`src/hw/ooo_cfg_pkg.sv`:
```
`default_nettype none

package ooo_cfg_pkg;

    // datapath and register file
    localparam int xlen       = 32;
    localparam int reg_num    = 32;
    localparam int reg_addr_w = 5;   // log2(reg_num)

    // reorder buffer, power of two so tags wrap naturally
    localparam int rob_depth = 8;
    localparam int rob_tag_w = 3;

    // station sizes
    localparam int rs_alu_depth  = 4;
    localparam int rs_mult_depth = 2;

    localparam int mult_stages = 3;  // product latency, issue to bus

    typedef logic [xlen-1:0]       data_t;
    typedef logic [reg_addr_w-1:0] reg_idx_t;
    typedef logic [rob_tag_w-1:0]  rob_tag_t;  // rename tag = rob slot

endpackage

`default_nettype wire

```
`src/hw/mult_unit.sv`:
```
`timescale 1ns/1ps
`default_nettype none

module mult_unit (
    input  logic                      clock,
    input  logic                      rst_n,
    input  logic                      issue_valid,
    input  ooo_cfg_pkg::data_t        issue_a,
    input  ooo_cfg_pkg::data_t        issue_b,
    input  ooo_cfg_pkg::rob_tag_t     issue_tag,
    output logic                      res_valid,
    output ooo_cfg_pkg::rob_tag_t     res_tag,
    output ooo_cfg_pkg::data_t        res_value
);

    localparam int last = ooo_cfg_pkg::mult_stages - 1;

    logic [last:0]          vld;               // one bit per stage
    ooo_cfg_pkg::rob_tag_t  tag  [last+1];     // tag rides with the product
    ooo_cfg_pkg::data_t     prod [last+1];

    // never stalls, the arbiter always takes a product
    always_ff @(posedge clock or negedge rst_n) begin
        if (!rst_n) vld <= '0;
        else vld <= {vld[last-1:0], issue_valid};
    end

    always_ff @(posedge clock) begin
        tag[0]  <= issue_tag;
        prod[0] <= issue_a * issue_b;          // low xlen bits only
        for (int s = 1; s <= last; s++) begin
            tag[s]  <= tag[s-1];
            prod[s] <= prod[s-1];
        end
    end

    assign res_valid = vld[last];
    assign res_tag   = tag[last];
    assign res_value = prod[last];

endmodule

`default_nettype wire

```
`config.mk`:
```
export PLATFORM = sky130hd
export DESIGN_NAME = mult_unit
export DESIGN_NICKNAME = d
export VERILOG_FILES = /design/src/hw/ooo_cfg_pkg.sv /design/src/hw/mult_unit.sv
export SDC_FILE = /design/constraint.sdc
export NUM_CORES = 1
export LEC_CHECK = 0
export BUFFER_PORTS_ARGS = -buffer_cell sky130_fd_sc_hd__buf_2
export CAP_MARGIN = 20
export CORE_MARGIN = 5
export CORE_UTILIZATION = 64
export CTS_CLUSTER_DIAMETER = 150
export DETAILED_ROUTE_END_ITERATION = 8
export GPL_ROUTABILITY_DRIVEN = 0
export PLACE_DENSITY_LB_ADDON = 0.25
export SLEW_MARGIN = 0
export SYNTH_ARGS = -nofsm -noshare
export SYNTH_HDL_FRONTEND = slang
export SYNTH_SLANG_ARGS = --single-unit
```
`constraint.sdc`:
```
create_clock -name clock -period 0.8 [get_ports clock]
set_clock_uncertainty 0.05 [all_clocks]
set_input_delay 0 -clock clock [delete_from_list [all_inputs] [get_ports clock]]
set_output_delay 0 -clock clock [all_outputs]
set_load 0.02 [all_outputs]
```
## Word-level counts from Yosys, hierarchy flattened

Memory sizes are Yosys's and may differ from the RTL's.
Index checks and enable logic that the tools add are counted.
W data, S select, Z words.

| storage, ports and cells | value |
|---|---|
| flip-flop bits (word level) | 3 |
| RAM bits | 105 |
| input port bits | 70 |
| output and inout bits | 36 |
| word-level logic and storage cells | 4 |
| memories | 2 |

Memory list:

| name | words | bits a word | rd ports | clocked after Yosys merged registers in | write ports | line | source |
|---|---|---|---|---|---|---|---|
| prod | 3 | 32 | 3 | 0 | 3 | mult_unit.sv:20 | `ooo_cfg_pkg::data_t prod [last+1];` |
| tag | 3 | 3 | 3 | 0 | 3 | mult_unit.sv:19 | `ooo_cfg_pkg::rob_tag_t tag [last+1];` |

| cells by class | value |
|---|---|
| $mul | 1 |

Operator list:

| cell | count |
|---|---|
| $mul A32 B32 Y32 | 1 |

## Logic depth before layout (Yosys ltp)

| depth | value |
|---|---|
| word-level depth | 1 |
| depth in mapped cells | 26 |
| gate-level depth less buffers | 24 |

## Least setup slack after synthesis

Ideal clock, no wire load.

| path | value |
|---|---|
| path kind | input to register |
| from | input port issue_b[3] |
| to | memory prod[0][29] (netlist name) |
| setup time | 0.123 ns |
| arrival | 6.021 ns |
| data required time | 0.627 ns |
| setup slack | -5.395 ns |
| cell stages on the path | 24 |
| buffers on the path | 2 |
| cell sequence | clkbuf_1 -> clkbuf_1 -> and2_1 -> fa_1 -> inv_1 -> fa_1 -> fa_1 -> fa_1 -> inv_1 -> fa_1 -> inv_1 -> fa_1 -> inv_1 -> fa_1 -> fa_1 -> ha_1 -> nand4_1 -> inv_1 -> a221o_1 -> a21oi_1 -> o31ai_2 -> nand4_2 -> a21oi_1 -> xor2_1 |

RTL lines:

| item | line | source |
|---|---|---|
| from (decl) | mult_unit.sv:9 | `input ooo_cfg_pkg::data_t issue_b,` |
| to (decl) | mult_unit.sv:20 |  |

==> reports/results.tsv <==
metric	value	unit
initial_core_util	65.3	%
cts.clk_slew.worst_paths	80	ps
crit_path_max_fanout	5	
path_cells	buf_12, buf_12, and2_1, fa_1, inv_2, fa_2, fa_1, fa_1, inv_1, ha_4, ha_4, fa_1, fa_1, ha_4, o21a_1, nor2_2, nor4b_4, a211oi_4, buf_12, o31ai_4, nand4_4, a221oi_2, xnor2_1	
drc	0	
async_flop_share	2.78	%
cp.depth	23	
cts_tree	done	
critPathMostFrequentCell	fa_1	
cts_sinks	108	
cp_slowest_stage_delay	570	ps
wl_met2	26.1	mm
vias_per_cell	5.49	
violations	setup timing	
layout_common_cells	381 x fa_1, 338 x inv_1, 333 x and2_1, 203 x buf_4, 162 x nand2_1	
wl_met1	18.0	mm
route.top_layer_used	met4	
cp-start-kind	input port	
tightest_slew	388	ps
fill_cells	1542	
critPathCaptureType	flip-flop	
cts_root_buffer	clkbuf_16	
finalCritPeriodShare	748	%
stdcell_area	0.0229	mm^2
ios	106	
grt_pass1_wl	78.4	mm
antenna_left	0	
cts_buffers	9	
core_area	0.0280	mm^2
ys_ff_latch	108	
drt_iter0_drc	1043	
dp_cells	2439	
synth_enable_flop_cells	0	
synth.avg_cell_area	9.85	um^2
wire_per_inst	20.6	um
yosysTopAreaCell	fa_1	
grtUsageTotal	31.9	%
worstHoldPathCells	2	
dp_hpwl	38.6	mm
syn2layout_area_growth	25.4	%
timing.final.max_slew_violations	0	
clockBufferDepth	2	
drive_gt1_share	28.2	%
synth_flop_cell	dfxtp_1	
r2r.worst_path.cells	0	
chipWidth	179	um
portBuffers	105	
mostFrequentLayoutCell	fa_1	
period_needed	5980	ps
grt_pass1_vias	15500	
syn_nets	2457	
vias	13700	
yosysUniqueCellTypes	52	
crit_family	adder cells	
synth_top_area_share	44.7	%
first_pass_iters	6	
post_dp_cell_area	0.0208	mm^2
cap_violations	0	
dr_wl_met3	3.46	mm
hold_viol_final	0	
ys_seq_area_share	11.9	%
cp_slowest_cell	fa_1	
setup_tns	-125170	ps
setup_ws	-5180	ps
routed_wl	51.5	mm
yosysWarnings	0	
synthCells	1856	
rows	61	
synth_area_leaders	fa_1 45%, and2_1 13%, dfxtp_1 11%, ha_1 8.4%, inv_1 7.4%	
fp.dieArea	0.0320	mm^2
diodes	0	
grt_max_degree	22	
final_nets	2718	
required	1040	ps
rsz0062_at_grt	yes	
clk_latency	370	ps
setup_violations	66	
hold_path_class	input port to flip-flop	
die_h	179	um
critPathBufInv	5	
crit_type	input port to flip-flop	
relSlewSlack	74.0	%
overflow	0	
htreeDepth	3	
grt_antenna_before_repair	0	
utilization	81.9	%
netlist_area	0.0183	mm^2
fmax	167	MHz
arrival	6220	ps
stdcell_count	2500	
outcome	finished with violations	
repair_timing:
| item | in CTS | in global routing |
|---|---|---|
| gates cloned | 2 | 0 |
| gates resized for setup | 253 | 136 |
| endpoints found under the setup margin | 66 | 67 |
| hold buffers | 7 | 0 |
| setup buffers | 27 | 16 |
| hold endpoints to repair | 8 | 0 |
| pin swaps | 83 | 111 |
Yosys cell counts (2+ instances only):
master and number:
fa_1 408, and2_1 368, inv_1 360, nand2_1 168, ha_1 123, dfxtp_1 105, clkbuf_1 80, xnor2_1 65
buf_4 37, a21oi_1 23, xor2_1 20, a21o_1 14, nor2_1 13, o21ai_0 7, o21bai_1 6, nand2b_1 5
nand4_1 5, nand3_1 4, a211oi_1 3, dfrtp_1 3, o21a_1 3, a31oi_1 2, nor2b_1 2, nor3_1 2
nor3b_1 2, o21ai_1 2
final cells by class:
cell class	instances	area [um^2]	share of cell area (%)
Timing Repair Buffer	368	3300	14.4
Inverter	360	1350	5.89
Multi-Input combinational cell	1270	15300	66.6
Clock inverter	7	78.8	0.344
Sequential cell	108	2220	9.69
Tap cell	378	473	2.06
Clock buffer	9	225	0.982
final timing paths:
path,endpoint,slack [ps],startpoint
max in group asynchronous,vld[2]$_DFF_PN0_,70,rst_n
max,prod[0][31]$_DFF_P_,-5180,issue_b[3]
min,tag[0][2]$_DFF_P_,220,issue_tag[2]
max reg2reg,vld[1]$_DFF_PN0_,270,vld[0]$_DFF_PN0_
min reg2reg,prod[0][91]$_DFF_P_,270,prod[0][59]$_DFF_P_
min in group asynchronous,vld[0]$_DFF_PN0_,480,rst_n
sequential cells by signal, summed over array words and instances, names as in the netlist:
register	flops
prod	96
tag	9
vld	3
routing by layer:
| layer | vias up | track usage (%) |
|---|---|---|
| li1 | 5879 | - |
| met1 | 6952 | 37.1 |
| met2 | 648 | 55.0 |
| met3 | 246 | 5.59 |
| met4 | 0 | 19.7 |
| met5 | - | 0 |
cell families (layout without fill, tap and decap cells):
family | count (synthesis) | count (layout) | share of synthesized area (%)
DFF | 108 | 108 | 11.9
adders and majority gates | 531 | 531 | 53.1
and+or+nand+nor | 581 | 581 | 17.6
xor gates and xnor gates | 85 | 85 | 4.07
AOI/OAI and AO/OA | 73 | 73 | 2.75
buffers and inverters | 478 | 744 | 10.6
per-stage QoR:
step | hold slack [ps] | setup slack [ps]
6_report | 217 | -5180
5_1_grt | 228 | -5350
4_1_cts | 212 | -5120
3_5_place_dp | -252 | -5660
3_3_place_gp | -258 | -5510
2_1_floorplan | -346 | -5230
Power is not shown: default switching activity piles up to over one toggle a cycle in this logic, so the estimate is an artifact.
