==> src/hw/ooo_cfg_pkg.sv <==
`default_nettype none

package ooo_cfg_pkg;

    // datapath and register file
    localparam int xlen       = 32;
    localparam int reg_num    = 32;
    localparam int reg_addr_w = 5;   // log2(reg_num)

    // reorder buffer, power of two so tags wrap naturally
    localparam int rob_depth = 8;
    localparam int rob_tag_w = 3;

    // station sizes
    localparam int rs_alu_depth  = 4;
    localparam int rs_mult_depth = 2;

    localparam int mult_stages = 3;  // product latency, issue to bus

    typedef logic [xlen-1:0]       data_t;
    typedef logic [reg_addr_w-1:0] reg_idx_t;
    typedef logic [rob_tag_w-1:0]  rob_tag_t;  // rename tag = rob slot

endpackage

`default_nettype wire

==> src/hw/ooo_isa_pkg.sv <==
`default_nettype none

package ooo_isa_pkg;

    // pre-decoded operations, encoding shared with the stim file
    typedef enum logic [3:0] {
        op_add = 4'd0,
        op_sub = 4'd1,
        op_and = 4'd2,
        op_or  = 4'd3,
        op_xor = 4'd4,
        op_sll = 4'd5,
        op_slt = 4'd6,  // signed
        op_mul = 4'd7
    } op_e;

    // which station an op goes to
    typedef enum logic {
        fu_alu  = 1'b0,
        fu_mult = 1'b1
    } fu_e;

endpackage

`default_nettype wire

==> src/hw/alu_unit.sv <==
`timescale 1ns/1ps
`default_nettype none

module alu_unit (
    input  logic                      clock,
    input  logic                      rst_n,
    input  logic                      issue_valid,
    input  ooo_isa_pkg::op_e          issue_op,
    input  ooo_cfg_pkg::data_t        issue_a,
    input  ooo_cfg_pkg::data_t        issue_b,
    input  ooo_cfg_pkg::rob_tag_t     issue_tag,
    output logic                      issue_ready,
    output logic                      res_valid,
    output ooo_cfg_pkg::rob_tag_t     res_tag,
    output ooo_cfg_pkg::data_t        res_value,
    input  logic                      res_grant
);

    ooo_cfg_pkg::data_t alu_out;

    // result register frees up when empty or leaving this cycle
    assign issue_ready = !res_valid || res_grant;

    always_comb begin
        case (issue_op)
            ooo_isa_pkg::op_add: alu_out = issue_a + issue_b;
            ooo_isa_pkg::op_sub: alu_out = issue_a - issue_b;
            ooo_isa_pkg::op_and: alu_out = issue_a & issue_b;
            ooo_isa_pkg::op_or:  alu_out = issue_a | issue_b;
            ooo_isa_pkg::op_xor: alu_out = issue_a ^ issue_b;
            ooo_isa_pkg::op_sll: alu_out = issue_a << issue_b[4:0];  // shamt low bits
            ooo_isa_pkg::op_slt: alu_out = ooo_cfg_pkg::data_t'($signed(issue_a) <
                                                                $signed(issue_b));
            default:             alu_out = '0;  // mul goes to its own unit
        endcase
    end

    always_ff @(posedge clock or negedge rst_n) begin
        if (!rst_n) res_valid <= 1'b0;
        else if (issue_ready) res_valid <= issue_valid;  // hold while not granted
    end

    always_ff @(posedge clock) begin
        if (issue_valid && issue_ready) begin
            res_tag   <= issue_tag;
            res_value <= alu_out;
        end
    end

endmodule

`default_nettype wire

==> config.mk <==
export PLATFORM = sky130hd
export DESIGN_NAME = alu_unit
export DESIGN_NICKNAME = d
export VERILOG_FILES = /design/src/hw/ooo_cfg_pkg.sv /design/src/hw/ooo_isa_pkg.sv /design/src/hw/alu_unit.sv
export SDC_FILE = /design/constraint.sdc
export NUM_CORES = 1
export LEC_CHECK = 0
export BUFFER_PORTS_ARGS = -buffer_cell sky130_fd_sc_hd__buf_4
export CAP_MARGIN = 15
export CELL_PAD_IN_SITES_DETAIL_PLACEMENT = 0
export CELL_PAD_IN_SITES_GLOBAL_PLACEMENT = 1
export CORE_ASPECT_RATIO = 0.75
export CORE_MARGIN = 1
export CORE_UTILIZATION = 40
export DETAILED_ROUTE_END_ITERATION = 12
export GPL_TIMING_DRIVEN = 0
export PLACE_DENSITY = 0.84
export REMOVE_ABC_BUFFERS = 1
export SETUP_SLACK_MARGIN = 0.1
export SYNTH_ARGS = -nofsm -noshare
export SYNTH_HDL_FRONTEND = slang
export SYNTH_SLANG_ARGS = --single-unit
==> constraint.sdc <==
create_clock -name clock -period 2.73 [get_ports clock]
set_input_delay 0.1365 -clock clock [delete_from_list [all_inputs] [get_ports clock]]
set_output_delay 0.1365 -clock clock [all_outputs]
set_load 0.05 [all_outputs]
---- Word-level counts from Yosys, hierarchy flattened ----
Index checks and enable logic that the tools add are counted.
cells by class
  $add $sub $neg .......................... 2
  multipliers ............................. 0
  divide/modulo/power cells ............... 0
  $lt $le $gt $ge ......................... 1
  equality and inequality tests ........... 6
  shift operators ......................... 1
  muxes and demuxes ....................... 1
  bitwise gates (word level) .............. 3
  reductions and logical operators ........ 4
operators by type and width
  operator              count
  $pmux W32 S7          1
  $add A32 B32 Y32      1
  $and A32 B32 Y32      1
  $lt A32 B32 Y1        1
  $or A32 B32 Y32       1
  $shl A32 B5 Y32       1
  $sub A32 B32 Y32      1
  $xor A32 B32 Y32      1
  $eq A4 B3 Y1 const B  3
  $eq A4 B2 Y1 const B  2
  $eq A4 B1 Y1 const B  1
  $logic_not A4 Y1      1
  $logic_and A1 B1 Y1   1
  $logic_not A1 Y1      1
  $logic_or A1 B1 Y1    1
storage, ports and cells
  register bits after elaboration ......... 36
  latch bits .............................. 0
  bits in writable memories ............... 0
  ROM bits ................................ 0
  input port bits ......................... 75
  output and inout port bits .............. 37
  word-level logic and storage cells ...... 21
  memories ................................ 0

---- Depth between registers and ports, before layout ----
Gate-level depths: netlist (run 1).
  depth in word-level cells ............... 3
  mapped depth ............................ 15
  gate-level depth less buffers ........... 12

---- Least setup slack after synthesis (run 1) ----
No wires, ideal clock.
  path type ............................... input to register
  start ................................... in issue_b[3]
  end ..................................... reg res_value[30], data pin
  setup time .............................. 261 ps
  arrival time ............................ 3,210 ps
  required time ........................... 2,469 ps
  setup slack ............................. -741 ps
  cell stages on the path ................. 15
  buffers on the path ..................... 4
  cells stage by stage .................... clkbuf_1 -> inv_1 -> clkbuf_1 -> buf_1 -> ha_1 -> buf_2 -> and3_2 -> a221o_2 -> o211ai_2 -> a211oi_2 -> o31a_1 -> and2_4 -> o31ai_4 -> a2111o_2 -> nand3_1
on the way
  cells in the longest elaborated chain, start to end .. 2
  elaborated cells on any way between the ends .. 4
  those cells by class .................... 2 x add/sub; 1 x shift; 1 x mux
ends and longest elaborated chain
  item                                            line            RTL
  from (decl)                                     alu_unit.sv:10  input ooo_cfg_pkg::data_t issue_b,
  $sub A32 B32 Y32, or another cell as far along  alu_unit.sv:27  ooo_isa_pkg::op_sub: alu_out = issue_a - issue_b;
  $pmux W32 S7 *                                  alu_unit.sv:25  case (issue_op)
  named net alu_out[30]                           alu_unit.sv:19  ooo_cfg_pkg::data_t alu_out;
  to (signal assigned)                            alu_unit.sv:46  res_value <= alu_out;
  to (decl)                                       alu_unit.sv:15  output ooo_cfg_pkg::data_t res_value,
The timed path passes the listed nets; every way through them passes the cells marked *.
A chain may end at the register's enable or synchronous reset.

---- Worst setup path after layout (run 1) ----
  start ................................... in issue_a[0]
  end ..................................... reg res_value[30], data pin
on the way
  cells in the longest elaborated chain, start to end .. 2
  elaborated cells on any way between the ends .. 4
  those cells by class .................... 2 x add/sub; 1 x shift; 1 x mux
ends and longest elaborated chain
  item                                            line            RTL
  from (decl)                                     alu_unit.sv:9   input ooo_cfg_pkg::data_t issue_a,
  $sub A32 B32 Y32, or another cell as far along  alu_unit.sv:27
  $pmux W32 S7 *                                  alu_unit.sv:25
  named net alu_out[30]                           alu_unit.sv:19
Marked as above.

==> run_results.csv, run 1 <==
group,metric,value,unit
routing,wl_met2,13.6,mm
power,leakage,4.30,nW
power,switching_share,45.7,%
sta,setup_ws,-0.0152,ns
place,gp_congestion,0.963,
clock_tree,clk_latency,0.31,ns
finish,nFillCells,1827,
sta,setup-tns-final,-0.0152,ns
run,drv_cap,0,
clock_tree,cts.clk_slew.worst_paths,0.06,ns
synth,seq_area_frac_synth,13.7,%
setup_path,cpPeakStageDelay,0.43,ns
sta,report.final.hold_viol_count,0,
clock_tree,cts_buffers,5,
setup_path,cp_max_fo,4,
outcome,violations,"setup timing",
synth,async_reset_ff_share,2.78,%
synth,synthFlopType,"edfxtp_1",
setup_path,path_cells,"buf_6 -> ha_4 -> fa_2 -> a21o_1 -> a221o_2 -> o211ai_4 -> a211oi_2 -> o31a_1 -> and2_4 -> o31ai_4 -> a2111o_2 -> nand3_2",
synth,yosys_warnings,0,
die,fp.dieW,164,um
sta,max_freq,364,MHz
sta,worstMarginPinSlew,1.07,ns
place,dpl.hpwl,22.5,mm
power,p_int,0.00181,W
synth,synthAdderAreaFrac,17.4,%
sta,slew_viol_final,0,
grt,overflow,0,
die,dieArea,0.0202,mm2
grt,grt_first_pass_wirelength,46.9,mm
finish,final_cell_mix,"buf_4 (141), nand2_1 (96), inv_1 (86)",
finish,final_util,52.3,%
setup_path,crit_required,2.78,ns
routing,num_vias,8828,
finish,layout.nets,1289,
routing,drt_iter0_markers,1346,
synth,synthXorXnorAreaFrac,1.78,%
finish,final_common_cell,"buf_4",
routing,drc,0,
power,seqPwrFrac,20.2,%
sta,fin_crit_sh,101,%
synth,synthSimpleGateAreaFrac,17.5,%
clock_tree,cts_root_buffer,"clkbuf_16",
place,placement.io_buffers,111,
die,fp-row-count,44,
grt,antenna_found_initial,0,
power,power_frac_comb,60.7,%
setup_path,path_class,"in -> reg",
finish,diodes,0,
clock_tree,htree_levels,2,
power,ir_drop,256,uV
routing,wl_met3,4.34,mm
routing,post_drt_wl_per_cell,24.0,um
outcome,status,"complete, but fails checks",
clock_tree,clock_sinks,36,
sta,fin_crit,2.75,ns
place,pre_cts_ws,-1.62,ns
die,die_h,123,um
finish,area_growth,28.4,%
setup_path,critPathLaunchType,"primary input",
sta,setup_viol,1,
routing,antenna_left,0,
die,core_area,0.0193,mm2
setup_path,worstSetupEndpointType,"flip-flop",
sta,rsz0062_at_grt,"yes",
setup_path,critPathBufInv,1,
routing,vias_per_cell,6.49,
setup_path,crit_arrival,2.80,ns
clock_tree,clk_path_buf_depth,2,
routing,drt-pass1-iter-count,6,
grt,grt_usage,31.1,%
synth,synth_cells,1005,
finish,drive_gt1_share,27.6,%
power,clkPwrFrac,19.1,%
routing,drt_wl_total,32.6,mm
synth,synth_edf_count,35,
sta,whs,0.00587,ns
synth,ys_ff_latch,36,
sta,clock_skew,0.00207,ns
setup_path,critPathSlowestCell,"a221o_2",
grt,grt_max_degree,49,
power,p_switching,0.00152,W
grt,grt_pass1_vias,7760,
synth,synth_top_family_by_area,"compound AO/OA/AOI/OAI gates",
die,initial_core_util,40.7,%
clock_tree,cts_tree,"yes",
synth,ys_types,88,
die,top_level_ports,112,
synth,syn_avg_cell_area,7.83,um2
synth,synth_mux_area_share,9.33,%
synth,synth_compound_gate_area_share,30.0,%
synth,synth_area,0.00787,mm2
routing,highest_layer,"met4",
power,power.density,330,mW/mm2
setup_path,worst_path_dominant_cell_family,"compound AO/OA/AOI/OAI gates",
power,power,0.00334,W
min_path,hp-class,"in -> reg",
routing,wl_met1,14.0,mm
sta,slew_headroom,28.1,%
## final cells by class
type | count | area (um2) | share of cell area (%)
flip-flops and latches | 36 | 1080 | 10.7
inverters | 94 | 369 | 3.65
repair buffers | 162 | 1460 | 14.5
clock buffers | 8 | 146 | 1.45
repair inverters | 2 | 10.0 | 0.0991
well taps | 253 | 317 | 3.13
multi-input cells | 805 | 6720 | 66.5
## worst paths after layout
kind | start | endpoint | slack (ns) | cells past startpoint
max reg2reg | res_valid$_DFFE_PN0N_ | res_value[8]$_DFFE_PP_ | 1.05 | 2
min reg2reg | res_valid$_DFFE_PN0N_ | res_valid$_DFFE_PN0N_ | 0.53 | 2
max in group asynchronous | rst_n | res_valid$_DFFE_PN0N_ | 2.51 | 2
max | issue_a[0] | res_value[30]$_DFFE_PP_ | -0.02 | 12
min in group asynchronous | rst_n | res_valid$_DFFE_PN0N_ | 0.14 | 2
min | issue_tag[1] | res_tag[1]$_DFFE_PP_ | 0.006 | 1
## stage by stage
| stage | area (um2) | std cells |
|---|---|---|
| 3_3_place_gp | 8560 | 1299 |
| 6_report | 10100 | 1360 |
| 5_1_grt | 10100 | 1360 |
| 3_5_place_dp | 8600 | 1301 |
| 4_1_cts | 9570 | 1335 |
| 2_1_floorplan | 7410 | 935 |
## flip-flops by register name, summed over array words and instances, names as in the netlist
name       count
res_tag        3
res_valid      1
res_value     32
## kinds of logic after synthesis
kind of cell | after synthesis
AOI/OAI and AO/OA | 336
xor gates and xnor gates | 16
adders and majority gates | 108
buffers and inverters | 164
DFF | 36
muxes | 48
and+or+nand+nor | 297
## cells in the mapped netlist (16+ instances only)
cell type | count | area [um2]
mux4_2 | 20 | 450
edfxtp_1 | 35 | 1050
mux2i_1 | 25 | 250
nor3_1 | 32 | 160
inv_1 | 92 | 345
nor2_1 | 82 | 308
nand2_1 | 97 | 364
o21ai_0 | 63 | 315
a21oi_1 | 80 | 400
clkbuf_1 | 27 | 101
a21o_1 | 16 | 120
ha_1 | 106 | 1330
nand3_1 | 17 | 85.1
a221oi_1 | 24 | 210
## repair_timing
action,in CTS,in global routing
endpoints found under the hold margin,1,0
cloned,6,1
hold buffers,1,0
setup endpoints to repair,28,16
gates resized for setup,107,56
buffers inserted,19,22
pin swaps,31,37
## routing by layer
metal / GRT usage (%) / vias to the layer above
li1: - / 3921
met1: 44.9 / 4242
met2: 45.1 / 614
met3: 8.52 / 51
met4: 7.99 / 0
met5: 0 / -
## power by group through the flow
stage               Sequential (W)  Clock [W]  Combinational [W]
floorplan                 0.000828          0           0.000906
global placement          0.000688          0            0.00162
detailed placement        0.000687          0            0.00162
CTS                       0.000676   0.000643            0.00182
global route              0.000679   0.000659            0.00213
finish                    0.000675   0.000636            0.00203
Power figures use the tool's default switching activity.
==> run 2: changes to the inputs <==
--- a/config.mk
+++ b/config.mk
@@ -12,6 +12,7 @@
 export CORE_ASPECT_RATIO = 0.75
 export CORE_MARGIN = 1
 export CORE_UTILIZATION = 40
+export CTS_BUF_LIST = sky130_fd_sc_hd__clkbuf_2
 export DETAILED_ROUTE_END_ITERATION = 12
 export GPL_TIMING_DRIVEN = 0
 export PLACE_DENSITY = 0.84
==> constraint.sdc (replaced) <==
create_clock -name clock -period 3.4 [get_ports clock]
set_input_delay 0.17 -clock clock [delete_from_list [all_inputs] [get_ports clock]]
set_output_delay 0.17 -clock clock [all_outputs]
set_load 0.05 [all_outputs]
==> run_results.csv, run 2 (synthesis results as in run 1) <==
group,metric,value,unit
die,dieArea,0.0202,mm2
clock_tree,clk_path_buf_depth,2,
sta,slew_headroom,22.0,%
sta,worstMarginPinSlew,1.17,ns
sta,fin_crit_sh,95.3,%
routing,num_vias,8386,
setup_path,critPathSlowestCell,"ha_1",
power,ir_drop,192,uV
sta,setup_viol,0,
place,post-place-cells,1301,
routing,vias_per_cell,6.33,
outcome,status,"completed",
sta,setup_ws,0.161,ns
setup_path,crit_arrival,3.52,ns
die,core_area,0.0193,mm2
die,die_h,123,um
routing,post_drt_wl_per_cell,22.6,um
finish,top_regs,"res_value x32, res_tag x3, res_valid x1",
setup_path,worst_path_dominant_cell_family,"simple AND/OR/NAND/NOR gates",
finish,final_util,45.5,%
die,fp.dieW,164,um
sta,slew_viol_final,0,
power,leakage,3.90,nW
grt,overflow,0,
min_path,hold_path_startpoint,"issue_a[0]",
setup_path,startpoint,"issue_a[6]",
clock_tree,htree_levels,2,
power,power.density,245,mW/mm2
die,fp-row-count,44,
clock_tree,cts_tree,"yes",
sta,rsz0062_at_grt,"no",
setup_path,worstSetupEndpointType,"flip-flop",
finish,final_cell_mix,"buf_4 (114), ha_1 (106), nand2_1 (97)",
setup_path,path_cells,"buf_4 -> inv_1 -> ha_1 -> nor2b_1 -> or4_1 -> o211ai_2 -> a21oi_1 -> o311a_1 -> nor2_1 -> o221ai_1 -> mux2i_1 -> or3_1",
finish,fin_cells,1324,
grt,grt_max_degree,49,
place,dpl.hpwl,22.5,mm
place,pre_cts_ws,-0.987,ns
sta,max_freq,309,MHz
run,drv_cap,0,
routing,antenna_left,0,
grt,grt_pass1_vias,7284,
clock_tree,clock_sinks,36,
routing,drt_wl_total,29.9,mm
setup_path,cp_max_fo,11,
setup_path,crit_required,3.69,ns
routing,drt_iter0_markers,1341,
sta,report.final.hold_viol_count,0,
clock_tree,cts_buffers,5,
setup_path,r2r_start,"res_valid$_DFFE_PN0N_",
setup_path,critPathLaunchType,"primary input",
clock_tree,clk_latency,0.50,ns
sta,clock_skew,0.0155,ns
min_path,hp-class,"in -> reg",
place,placement.io_buffers,111,
finish,largest-register,"res_value",
die,top_level_ports,112,
grt,antenna_found_initial,1,
die,initial_core_util,40.7,%
clock_tree,cts_root_buffer,"clkbuf_2",
finish,drive_gt1_share,17.4,%
routing,drc,0,
finish,largest_reg_flops,32,
grt,grt_first_pass_wirelength,44.5,mm
clock_tree,cts.clk_slew.worst_paths,0.23,ns
finish,final_common_cell,"buf_4",
sta,fin_crit,3.24,ns
grt,grt_usage,29.3,%
setup_path,cpPeakStageDelay,0.55,ns
finish,layout.nets,1252,
setup_path,path_class,"in -> reg",
place,gp_congestion,0.963,
setup_path,critPathBufInv,2,
routing,drt-pass1-iter-count,5,
finish,area_growth,11.8,%
==> run 2: cell types whose count changed in the layout (fill, tap and decap cells not counted), moves of 5 or more <==
| cell | previous run | this run |
|---|---|---|
| nor2_4 | 5 | 0 |
| a21oi_4 | 6 | 0 |
| buf_4 | 141 | 114 |
| ha_4 | 22 | 0 |
| dlygate4sd3_1 | 1 | 7 |
| buf_6 | 7 | 2 |
| clkbuf_2 | 1 | 8 |
| ha_1 | 80 | 106 |
| clkbuf_16 | 6 | 0 |
| a21oi_1 | 72 | 79 |
==> run 2: layout make-up <==
class	count	area, um2
multi-input cells	805	6020
diodes	1	2.50
repair inverters	2	10.0
inverters	94	364
clock buffers	7	35.0
repair buffers	125	968
clock inverters	1	3.75
well taps	253	317
flip-flops and latches	36	1080
fillers	1990	10500
==> run 2: timing repair <==
item	in CTS	in global routing
endpoints found under the hold margin	5	0
endpoints found under the setup margin	13	10
hold buffers	7	0
cloned	2	0
resized for setup	3	5
buffers inserted	2	1
==> run 2: power by group <==
group	leakage (nW)	switching (W)	total, W	internal [W]
sequential	0.355	0.00000987	0.000542	0.000532
combinational	3.52	0.000891	0.00137	0.000475
clock	0.0306	0.000190	0.000245	0.0000546
total	3.90	0.00109	0.00215	0.00106
==> run 2: layer usage <==
metal / vias to the layer above / global-route usage, % / part of all wire (%)
li1: 3846 / - / -
met1: 4028 / 44.9 / 47
met5: - / 0 / 0
met4: 0 / 4.92 / 1.1
met2: 491 / 42.2 / 41
met3: 21 / 5.80 / 11
==> run 2: per-stage QoR <==
stage | hold slack [ns] | setup TNS, ns | cell area, um2 | power (W)
finish | 0.227 | 0 | 8800 | 0.00215
global route | 0.222 | 0 | 8800 | 0.00227
CTS | 0.220 | 0 | 8750 | 0.00212
detailed placement | -0.0541 | -10.89 | 8600 | 0.00186
global placement | -0.0549 | -20.59 | 8560 | 0.00185
floorplan | -0.126 | 0 | 7410 | 0.00139
==> run 2: worst min-delay path, cell delays in order <==
cell,delay [ns]
buf_4,0.13
inv_1,0.07
ha_1,0.13
a22oi_1,0.06
nand3_1,0.06
==> run 2: final timing paths <==
| kind | endpoint | slack, ns | depth (start not counted) |
|---|---|---|---|
| worst max register to register | res_value[6]$_DFFE_PP_ | 1.71 | 2 |
| worst min register to register | res_valid$_DFFE_PN0N_ | 1.09 | 3 |
| worst min-delay path | res_value[0]$_DFFE_PP_ | 0.23 | 5 |
| max in group asynchronous | res_valid$_DFFE_PN0N_ | 2.84 | 3 |
| worst max-delay path | res_value[31]$_DFFE_PP_ | 0.16 | 12 |
| min in group asynchronous | res_valid$_DFFE_PN0N_ | 0.46 | 3 |
