**config.mk**
```make
export PLATFORM = sky130hd
export DESIGN_NAME = cdb_arbiter
export DESIGN_NICKNAME = d
export VERILOG_FILES = /design/src/hw/ooo_cfg_pkg.sv /design/src/hw/cdb_arbiter.sv
export SDC_FILE = /design/constraint.sdc
export NUM_CORES = 1
export LEC_CHECK = 0
export BUFFER_PORTS_ARGS = -buffer_cell sky130_fd_sc_hd__buf_2
export CORE_MARGIN = 5
export CORE_UTILIZATION = 25
export DETAILED_ROUTE_END_ITERATION = 10
export PLACE_DENSITY_LB_ADDON = 0.15
export SETUP_SLACK_MARGIN = 0.2
export SYNTH_ARGS = -nofsm -noshare
export SYNTH_HDL_FRONTEND = slang
export SYNTH_SLANG_ARGS = --single-unit
export TNS_END_PERCENT = 30
```
**constraint.sdc**
```tcl
create_clock -name vclk -period 1.8
set_input_delay 0.18 -clock vclk [all_inputs]
set_output_delay 0.18 -clock vclk [all_outputs]
set_load 0.1 [all_outputs]
```
**src/hw/ooo_cfg_pkg.sv**
```systemverilog
`default_nettype none

package ooo_cfg_pkg;

    // datapath and register file
    localparam int xlen       = 32;
    localparam int reg_num    = 32;
    localparam int reg_addr_w = 5;   // log2(reg_num)

    // reorder buffer, power of two so tags wrap naturally
    localparam int rob_depth = 8;
    localparam int rob_tag_w = 3;

    // station sizes
    localparam int rs_alu_depth  = 4;
    localparam int rs_mult_depth = 2;

    localparam int mult_stages = 3;  // product latency, issue to bus

    typedef logic [xlen-1:0]       data_t;
    typedef logic [reg_addr_w-1:0] reg_idx_t;
    typedef logic [rob_tag_w-1:0]  rob_tag_t;  // rename tag = rob slot

endpackage

`default_nettype wire

```
**src/hw/cdb_arbiter.sv**
```systemverilog
`timescale 1ns/1ps
`default_nettype none

module cdb_arbiter (
    input  logic                      alu_valid,
    input  ooo_cfg_pkg::rob_tag_t     alu_tag,
    input  ooo_cfg_pkg::data_t        alu_value,
    output logic                      alu_grant,
    input  logic                      mult_valid,
    input  ooo_cfg_pkg::rob_tag_t     mult_tag,
    input  ooo_cfg_pkg::data_t        mult_value,
    output logic                      cdb_valid,
    output ooo_cfg_pkg::rob_tag_t     cdb_tag,
    output ooo_cfg_pkg::data_t        cdb_value
);

    // fixed priority, the multiplier pipe cannot wait
    assign alu_grant = alu_valid && !mult_valid;

    assign cdb_valid = mult_valid || alu_valid;
    assign cdb_tag   = mult_valid ? mult_tag : alu_tag;
    assign cdb_value = mult_valid ? mult_value : alu_value;

endmodule

`default_nettype wire

```
# Yosys cells after proc, flatten, opt, wreduce, memory -nomap -nowiden
# Index checks and enable logic that the tools add are counted.
dict set report word_totals {
  register_bits 0
  latch_bits 0
  ramBits 0
  romBits 0
  out_inout_bits 37
  word_cells 5
  mem_count 0
}
dict set report classes {
  add_sub_neg 0
  mul 0
  div 0
  order_cmp 0
  eq_ne 0
  shift 0
  n_mux 2
  bitwise 0
  n_reduce_logical 3
}
# op n
set op_table {}
lappend op_table {{$mux 32} 1}
lappend op_table {{$mux 3} 1}
lappend op_table {{$logic_and 1x1->1} 1}
lappend op_table {{$logic_not 1->1} 1}
lappend op_table {{$logic_or 1x1->1} 1}

# Logic depth before layout (Yosys ltp)
# Gate-level depths: netlist of the first run.
dict set report depth {
  depth_word 2
  mapped_depth 3
}

# Worst setup path before layout of the first run
# OpenSTA, ideal clock, no wires.
dict set report synth_timing {
  path_kind {input to output}
  from {input port mult_valid}
  to {output port alu_grant}
  t_arrival_ns 1.797
  t_required_ns 1.620
  path_slack_ns -0.177
  cell_stages 3
  n_path_buf 2
  path_cell_list {buf_6 > buf_12 > nor2b_1}
}
dict set report synth_between {
  elab_chain_len 2
}
# element line_no
set synth_rtl {}
lappend synth_rtl {{start, declared} cdb_arbiter.sv:9} ;# input logic mult_valid,
lappend synth_rtl {{$logic_not 1->1} cdb_arbiter.sv:18} ;# assign alu_grant = alu_valid && !mult_valid;
lappend synth_rtl {{$logic_and 1x1->1} cdb_arbiter.sv:18}
lappend synth_rtl {{end, declared} cdb_arbiter.sv:8} ;# output logic alu_grant,
# No other way between the ends.

# Worst setup path in the final report of the first run
dict set report layout_timing {
  from {input port mult_valid}
  to {output port cdb_tag[0]}
}
dict set report layout_between {
  elab_chain_len 1
}
# element line_no
set layout_rtl {}
lappend layout_rtl {{$mux 3} cdb_arbiter.sv:21} ;# assign cdb_tag = mult_valid ? mult_tag : alu_tag;
lappend layout_rtl {{end, declared} cdb_arbiter.sv:13} ;# output ooo_cfg_pkg::rob_tag_t cdb_tag,
# No other way between the ends.

==> results by group, run 1 <==
Timing
  – Setup violations, final: 0
  – Fmax: 0.773 GHz
  – Fin. Hold Viols: 0
  – Min cycle time layout: 1290 ps
  – Slew @ Worst Pin: between 400 and 500 ps
  – Unrepaired setup endpoints after global routing: no
  – Final Slew Violations: 0
  – Max_slew headroom: 0.678
  – Tcrit/Tclk final: 0.719
  – TNS Setup: 0 ps

Drt
  – DR pass1 iterations: 2
  – Iter 0 DRT Violations: 10
  – Routed wire per std cell: 16.7 um
  – Vias/cell: about 4.4
  – Routed wire length: between 2 and 3 mm
  – Via Count: 767
  – DRC viols: 0
  – Post-route ant nets: 0

Min path
  – Worst hold path type: in2out
  – WHS Endpoint: cdb_valid
  – Hold Path Origin: alu_valid
  – Hold depth: 3

Placement
  – # port buffers: 109
  – Placed cells: 175
  – Dpl cell area: 1660 um^2
  – HPWL after detailed placement: 2.79 mm
  – GPL Wtd Cong: slightly below 0.9

Status
  – Status: finished clean

Pwr
  – VDD IR-drop max: approximately 400 uV
  – Leakage power: 0.899 nW
  – Tot Pwr: 985 uW
  – PwrDens: 595 nW/um^2

Yosys
  – Top-count cell post-synth: mux2_4
  – Yosys warnings: 0
  – Yosys top cell area share: 0.721
  – Register area share after synthesis: 0
  – Syn Std Cell Area: 583 um^2
  – Mapped Cells: slightly above 40
  – Syn Nets: about 110
  – Top cells by count, synth: mux2_4 (28), mux2_2 (7), buf_12 (3)
  – Dominant cells by area after synthesis: mux2_4 (72%), mux2_2 (14%), buf_12 (10%)
  – Synth cell types: 6
  – Syn_area_per_cell: about 14 um^2
  – Largest area contributor in the netlist: mux2_4

GRT
  – First-pass GRT wire length: approximately 4.2 mm
  – GRT Overall Usage: 0.159
  – Pin count of the biggest net entering global routing: 38
  – Grt total ovfl: 0
  – Initial antenna violation count: 0
  – Vias in the first global route: 897

Die
  – I/O Pins: approximately 110
  – Die height: 58.3 um
  – Full die area: 3400 um^2
  – Chip width: 58.3 um
  – Site row count: 17
  – Starting Density: 0.264
  – Core area: 2210 um^2

Cells and area
  – Finished Layout Cells: roughly 180
  – Layout cell share with drive strength beyond 1: 1.00
  – Num sequential: 0
  – FF/Latch Area: 0 um^2
  – Nets@finish: about 220
  – Post-route cell area: 1660 um^2
  – Synth-to-layout area growth: 184%
  – Clock buffers: 0
  – # diodes: 0
  – Final Core Density: 0.748
  – Number of fill cells in the layout: 157

CTS
  – Post-CTS setup buffer count: 0
  – Cts repair resizes: 0
  – Hold-fix buffers at CTS: 0

Critical path
  – Worst Setup End Kind: output port
  – Crit-path max cell delay: 400 ps
  – Arrival @ worst endpoint: 1110 ps
  – CP Launch Type: input pin
  – Critical Path RT: between 1500 and 2000 ps
  – Worst-path fanout max: 37
  – CP max-delay cell: mux2_2
  – Crit Path Category: in2out
  – CP dominant cell by count: buf_12
  – Cell Chain, Critical Path: buf_2, buf_12, mux2_2, buf_12

Job
  – Max Cap Viol: 0
==> per-stage QoR <==
step                setup slack [ps]  hold WS (ps)
global route                     472           747
CTS                              495           736
global placement                 522           730
detailed placement               492           735
floorplan                        355           669
finish                           506           733
==> cell usage in the layout (no fill, tap or decap) <==
master	count
nor2b_2	1
buf_2	73
or2_2	1
mux2_4	28
mux2_2	7
buf_12	37
==> where the power goes <==
group | total (mW) | internal (mW) | leakage [nW] | switching (mW)
sequential | 0 | 0 | 0 | 0
combinational | 0.985 | 0.386 | 0.899 | 0.599
clock | 0 | 0 | 0 | 0
total | 0.985 | 0.386 | 0.899 | 0.599
==> area by class of cell <==
| class | count | area, um^2 | area share |
|---|---|---|---|
| multi-input combinational | 37 | 514 | 0.311 |
| tap | 28 | 35.0 | 0.0212 |
| timing repair buffer | 110 | 1110 | 0.668 |
==> worst max-delay path, delay by kind of cell <==
kind	cells	cell delay (ps)
buffers and inverters	3	540
muxes	1	400
==> layer usage <==
layer,track usage,wire length [um],part of all wire,vias up
met5,0,0,0,-
met1,0.151,841,0.29,339
met2,0.343,1680,0.58,61
met4,0,0,0,0
met3,0.0461,396,0.14,0
li1,-,-,-,367
==> cells by family after synthesis <==
group,count (synthesis),share of synthesized area
mux,35,0.856
buf+inv,4,0.122
simple gates,2,0.0215
==> worst max path at each step <==
stage | end | cells after the start | startpoint
2_1_floorplan | alu_grant | 3 | mult_valid
3_3_place_gp | cdb_tag[1] | 4 | mult_valid
3_5_place_dp | cdb_value[1] | 4 | mult_valid
4_1_cts | cdb_value[1] | 4 | mult_valid
5_1_grt | cdb_tag[0] | 4 | mult_valid
6_report | cdb_tag[0] | 4 | mult_valid
(Power assumes the default switching activity.)
==> inputs of run 2 (changes only) <==
==> constraint.sdc (replaced) <==
create_clock -name vclk -period 1.2
set_input_delay 0.12 -clock vclk [all_inputs]
set_output_delay 0.12 -clock vclk [all_outputs]
set_load 0.1 [all_outputs]
==> run 2 against run 1 <==
Against the previous run:
- wire length up 10%
- combinational power up 55%
- sequential cell count is the same
- critical path depth did not move
- global-route usage up 2.7 points
- cell count up 1.7%
- via count is 3.0% higher
- clock-buffer cell count is the same
- sequential share of layout area unchanged
- setup slack got worse by 320 ps
- critical endpoint is now cdb_value[1]
- largest power group unchanged
==> results by group, run 2 (same netlist as run 1, synthesis figures left out) <==
Cells and area
  – # diodes: 0 (unchanged)
  – Nets@finish: 224 (was 221)
  – Clock buffers: 0 (unchanged)
  – Post-route cell area: 1780 um^2 (was 1660 um^2)
  – Final Core Density: 0.803 (was 0.748)
  – Finished Layout Cells: 178 (was 175)
  – Layout cell share with drive strength beyond 1: 1.00 (unchanged)
  – Synth-to-layout area growth: 205% (was 184%)
  – FF/Latch Area: 0 um^2 (unchanged)
  – Number of fill cells in the layout: 137 (was 157)
  – Most common cell after layout, fill and taps aside: buf_2 (unchanged)
  – Num sequential: 0 (unchanged)
  – Most frequent cells in the layout: buf_2 (71), buf_12 (40), mux2_4 (30), mux2_2 (5), buf_16 (2) (was buf_2 (73), buf_12 (37), mux2_4 (28), mux2_2 (7))

GRT
  – Vias in the first global route: 946 (was 897)
  – Initial antenna violation count: 0 (unchanged)
  – Grt total ovfl: 0 (unchanged)
  – First-pass GRT wire length: 4.84 mm (was 4.22 mm)
  – Pin count of the biggest net entering global routing: 11 (was 38)
  – GRT Overall Usage: 0.186 (was 0.159)

Pwr
  – Leakage power: 0.957 nW (was 0.899 nW)
  – PwrDens: 864 nW/um^2 (was 595 nW/um^2)
  – VDD IR-drop max: 558 uV (was 401 uV)
  – Tot Pwr: 1.53 mW (was 985 uW)
  – Sw frac: 0.596 (was 0.609)
  – P_sw: 914 uW (was 599 uW)
  – Clock group share of total power: 0 (about the same)
  – Comb pwr share: 1.000 (about the same)
  – Internal power: 620 uW (was 386 uW)
  – Sequential fraction of design power: 0 (about the same)

Drt
  – Via Count: 790 (was 767)
  – DRC viols: 0 (unchanged)
  – Routed wire per std cell: 18.1 um (was 16.7 um)
  – Iter 0 DRT Violations: 10 (unchanged)
  – Post-route ant nets: 0 (unchanged)
  – Vias/cell: 4.44 (was 4.38)
  – Routed wire length: 3.22 mm (was 2.92 mm)
  – DR pass1 iterations: 4 (was 2)

Job
  – Max Cap Viol: 0 (unchanged)

Timing
  – Setup violations, final: 0 (unchanged)
  – Max_slew headroom: 0.923 (was 0.678)
  – Slew @ Worst Pin: 115 ps (was 486 ps)
  – Final Slew Violations: 0 (unchanged)
  – Unrepaired setup endpoints after global routing: yes (was no)
  – Min cycle time layout: 1020 ps
  – Tcrit/Tclk final: 0.848
  – Fmax: around 0.98 GHz
  – Fin. Hold Viols: 0 (unchanged)
  – TNS Setup: 0 ps (unchanged)

Die
  – I/O Pins: 109 (unchanged)
  – Core area: 2210 um^2 (unchanged)
  – Full die area: 3400 um^2 (unchanged)
  – Die height: 58.3 um (unchanged)
  – Site row count: 17 (unchanged)
  – Chip width: 58.3 um (unchanged)
  – Starting Density: 0.264 (unchanged)

Placement
  – GPL Wtd Cong: 0.734 (was 0.878)
  – Dpl cell area: 1700 um^2 (was 1660 um^2)
  – HPWL after detailed placement: 2.94 mm (was 2.79 mm)
  – Placed cells: 176 (was 175)
  – # port buffers: 109 (unchanged)

Critical path
  – CP max-delay cell: mux2_2 (unchanged)
  – Crit-path max cell delay: 350 ps (was 400 ps)
  – Setup crit end: cdb_value[1] (was cdb_tag[0])
  – CP Launch Type: input pin (unchanged)
  – CP dominant cell by count: buf_12 (unchanged)
  – Arrival @ worst endpoint: 900 ps (was 1110 ps)
  – Crit Path Category: in2out (unchanged)
  – Worst setup path startpoint: mult_valid (unchanged)
  – Worst Setup End Kind: output port (unchanged)
  – Cell Chain, Critical Path: buf_12, buf_12, mux2_2, buf_12 (was buf_2, buf_12, mux2_2, buf_12)
  – Critical Path RT: 1080 ps (was 1620 ps)
  – Worst-path fanout max: 7 (was 37)

Min path
  – Worst hold path type: in2out (unchanged)

Status
  – Status: finished clean (unchanged)
-- run 2: area by class of cell --
class	count	area [um^2]	area share
Tap cell	28	35.0	0.0197
Multi-Input combinational cell	37	529	0.298
Timing Repair Buffer	113	1210	0.682
-- run 2: worst min path at each step --
stage | startpoint | end | slack (ps) | depth (start not counted)
4_1_cts | alu_valid | cdb_valid | 610 | 3
3_5_place_dp | alu_valid | cdb_valid | 610 | 3
3_3_place_gp | alu_valid | cdb_valid | 600 | 3
2_1_floorplan | alu_valid | alu_grant | 440 | 1
6_report | alu_valid | cdb_valid | 610 | 3
5_1_grt | alu_valid | cdb_valid | 630 | 3
-- run 2: timing repair --
item                       in CTS  in global routing
gates cloned                    2                  0
gates resized for setup         8                  0
setup endpoints to repair      33                 27
hold buffers                    0                  0
buffers inserted                0                  0
-- run 2: routing by layer --
layer,GRT usage,routed length (um),vias up
li1,-,-,376
met2,0.418,2160,36
met4,0.00331,0,0
met1,0.177,861,378
met5,0,0,-
met3,0.0285,195,0
-- run 2: stage by stage --
step | hold slack, ps | worst slack [ps]
after CTS | 611 | 178
after floorplan | 444 | 187
after global routing | 627 | 160
final | 612 | 182
after global placement | 605 | 70.2
after detailed placement | 611 | 44.7
-- run 2: critical path, delay by kind of cell --
kind | cells | cell delay [ps]
buffers and inverters | 3 | 420
multiplexers | 1 | 350
-- run 2: power groups by stage --
stage / Sequential [mW] / Combinational (mW) / Clock, mW
finish: 0 / 1.53 / 0
global route: 0 / 1.57 / 0
CTS: 0 / 1.54 / 0
detailed placement: 0 / 1.51 / 0
global placement: 0 / 1.48 / 0
floorplan: 0 / 0.936 / 0
==> inputs of run 3 (changes only) <==
==> constraint.sdc (replaced) <==
create_clock -name vclk -period 1
set_input_delay 0.1 -clock vclk [all_inputs]
set_output_delay 0.1 -clock vclk [all_outputs]
set_load 0.1 [all_outputs]
==> run 3 against run 2 <==
Against the previous run:
- setup slack got worse by 160 ps
- sequential share of layout area did not move
- global-route usage up 1.7 points
- wire length rose by 9.1%
- critical endpoint is now cdb_value[9]
- clock-buffer cell count unchanged
- via count rose by 2.8%
- first-iteration DRC count down 60%
- die area unchanged
==> results by group, run 3 (same netlist as run 1, synthesis figures left out) <==
Cells and area
  – Nets@finish: 227 (was 224)
  – Number of fill cells in the layout: 137 (unchanged)
  – Num sequential: 0 (unchanged)
  – FF/Latch Area: 0 um^2 (unchanged)
  – Synth-to-layout area growth: 220% (was 205%)
  – Most common cell after layout, fill and taps aside: buf_2 (unchanged)
  – Multi-input logic area: 548 um^2 (was 529 um^2)
  – Most frequent cells in the layout: buf_2 (71), buf_12 (39), mux2_4 (35), buf_16 (5) (was buf_2 (71), buf_12 (40), mux2_4 (30), mux2_2 (5), buf_16 (2))
  – Layout cell share with drive strength beyond 1: 1.00 (unchanged)
  – # diodes: 0 (unchanged)
  – Clock buffers: 0 (unchanged)

Drt
  – Routed wire per std cell: 19.4 um (was 18.1 um)
  – M1 wire length: 1.03 mm (was 861 um)
  – Post-route ant nets: 0 (unchanged)
  – Routed wire length: 3.51 mm (was 3.22 mm)
  – Iter 0 DRT Violations: 4 (was 10)
  – Via Count: 812 (was 790)
  – Wire length on met2: 2.13 mm (was 2.16 mm)
  – Metal3 WL: 340 um (was 195 um)
  – Uppermost layer routed: met4 (was met3)
  – Vias/cell: 4.49 (was 4.44)
  – DR pass1 iterations: 4 (unchanged)
  – DRC viols: 0 (unchanged)

Pwr
  – VDD IR-drop max: 635 uV (was 558 uV)
  – Sw frac: 0.588 (was 0.596)
  – Comb pwr share: 1.000 (about the same)
  – Internal power: 780 uW (was 620 uW)
  – P_sw: 1.11 mW (was 914 uW)
  – Leakage power: 1.01 nW (was 0.957 nW)
  – Tot Pwr: 1.89 mW (was 1.53 mW)
  – Sequential fraction of design power: 0 (about the same)
  – Clock group share of total power: 0 (about the same)
  – PwrDens: 1010 nW/um^2 (was 864 nW/um^2)

Timing
  – Min cycle time layout: 979 ps
  – Tcrit/Tclk final: 0.979
  – Hold WS: 585 ps (was 612 ps)
  – Fmax: 1.02 GHz
  – Slew @ Worst Pin: 103 ps (was 115 ps)
  – Setup violations, final: 0 (unchanged)
  – Final Slew Violations: 0 (unchanged)
  – Max_slew headroom: 0.932 (was 0.923)
  – Fin. Hold Viols: 0 (unchanged)
  – Worst setup margin: 20.7 ps (was 182 ps)
  – Unrepaired setup endpoints after global routing: yes (unchanged)

Placement
  – DP Worst Slack: -90.3 ps (was 44.7 ps)
  – GPL Wtd Cong: 0.859 (was 0.734)
  – # port buffers: 109 (unchanged)
  – HPWL after detailed placement: 2.83 mm (was 2.94 mm)

Die
  – I/O Pins: 109 (unchanged)
  – Chip width: 58.3 um (unchanged)
  – Starting Density: 0.264 (unchanged)
  – Die height: 58.3 um (unchanged)
  – Site row count: 17 (unchanged)
  – Core area: 2210 um^2 (unchanged)
  – Full die area: 3400 um^2 (unchanged)

GRT
  – Pin count of the biggest net entering global routing: 8 (was 11)
  – Vias in the first global route: 1007 (was 946)
  – Initial antenna violation count: 0 (unchanged)
  – First-pass GRT wire length: 5.26 mm (was 4.84 mm)
  – GRT Overall Usage: 0.203 (was 0.186)
  – Grt total ovfl: 0 (unchanged)

Min path
  – Worst hold path type: in2out (unchanged)

Critical path
  – WP buf/inv: 3 (unchanged)
  – Cell Chain, Critical Path: buf_16, buf_16, mux2_4, buf_12 (was buf_12, buf_12, mux2_2, buf_12)
  – Worst-path fanout max: 7 (unchanged)
  – Critical path depth in cells: 4 (unchanged)
  – Worst setup path startpoint: mult_valid (unchanged)
  – Setup crit end: cdb_value[9] (was cdb_value[1])
  – Critical Path RT: 900 ps (was 1080 ps)
  – CP Launch Type: input pin (unchanged)
  – CP dominant cell by count: buf_16 (was buf_12)
  – Worst Setup End Kind: output port (unchanged)
  – Crit Path Category: in2out (unchanged)
  – Delay-heaviest family, CP: buffers and inverters (unchanged)
  – Crit-path max cell delay: 320 ps (was 350 ps)
  – Arrival @ worst endpoint: 880 ps (was 900 ps)
  – CP max-delay cell: mux2_4 (was mux2_2)

CTS
  – Post-CTS setup buffer count: 0 (unchanged)

Job
  – Max Cap Viol: 0 (unchanged)

Status
  – Status: finished clean (unchanged)
run 3: stage by stage:
step                setup TNS, ps   util  instances  cell area (um^2)
CTS                             0  0.843        181              1860
global placement            -1260  0.765        177              1690
detailed placement          -1720  0.765        177              1690
floorplan                       0      -         41               602
finish                          0  0.843        181              1860
global route                    0  0.843        181              1860
run 3: area by class of cell:
cell class,count,share of cell area
Tap cell,28,0.0188
Multi-Input combinational cell,37,0.294
Timing Repair Buffer,116,0.687
run 3: what timing repair did:
action                                  CTS  global route
endpoints found under the setup margin   37            37
cloned                                    4             0
hold buffers                              0             0
gates resized for setup                  19             0
run 3: how the worst min path moves through the flow:
stage,slack (ps),cells past startpoint,startpoint,to
3_5_place_dp,580,3,alu_valid,cdb_valid
3_3_place_gp,570,3,alu_valid,cdb_valid
6_report,580,3,alu_value[18],cdb_value[18]
4_1_cts,580,3,alu_valid,cdb_valid
5_1_grt,590,3,mult_value[11],cdb_value[11]
2_1_floorplan,400,1,alu_valid,alu_grant
run 3: routing by layer:
layer / vias up / track usage
met3: 2 / 0.0482
met2: 56 / 0.450
met4: 0 / 0.0132
met5: - / 0
met1: 370 / 0.183
li1: 384 / -
run 3: worst min-delay path, cell delays in order:
cell    delay (ps)
buf_2           70
mux2_4         140
buf_12         160
run 3: power groups by stage:
stage	combinational, mW	clock (mW)	sequential (mW)
after floorplan	1.13	0	0
after global placement	1.78	0	0
after detailed placement	1.80	0	0
after CTS	1.90	0	0
after global routing	1.94	0	0
final	1.89	0	0
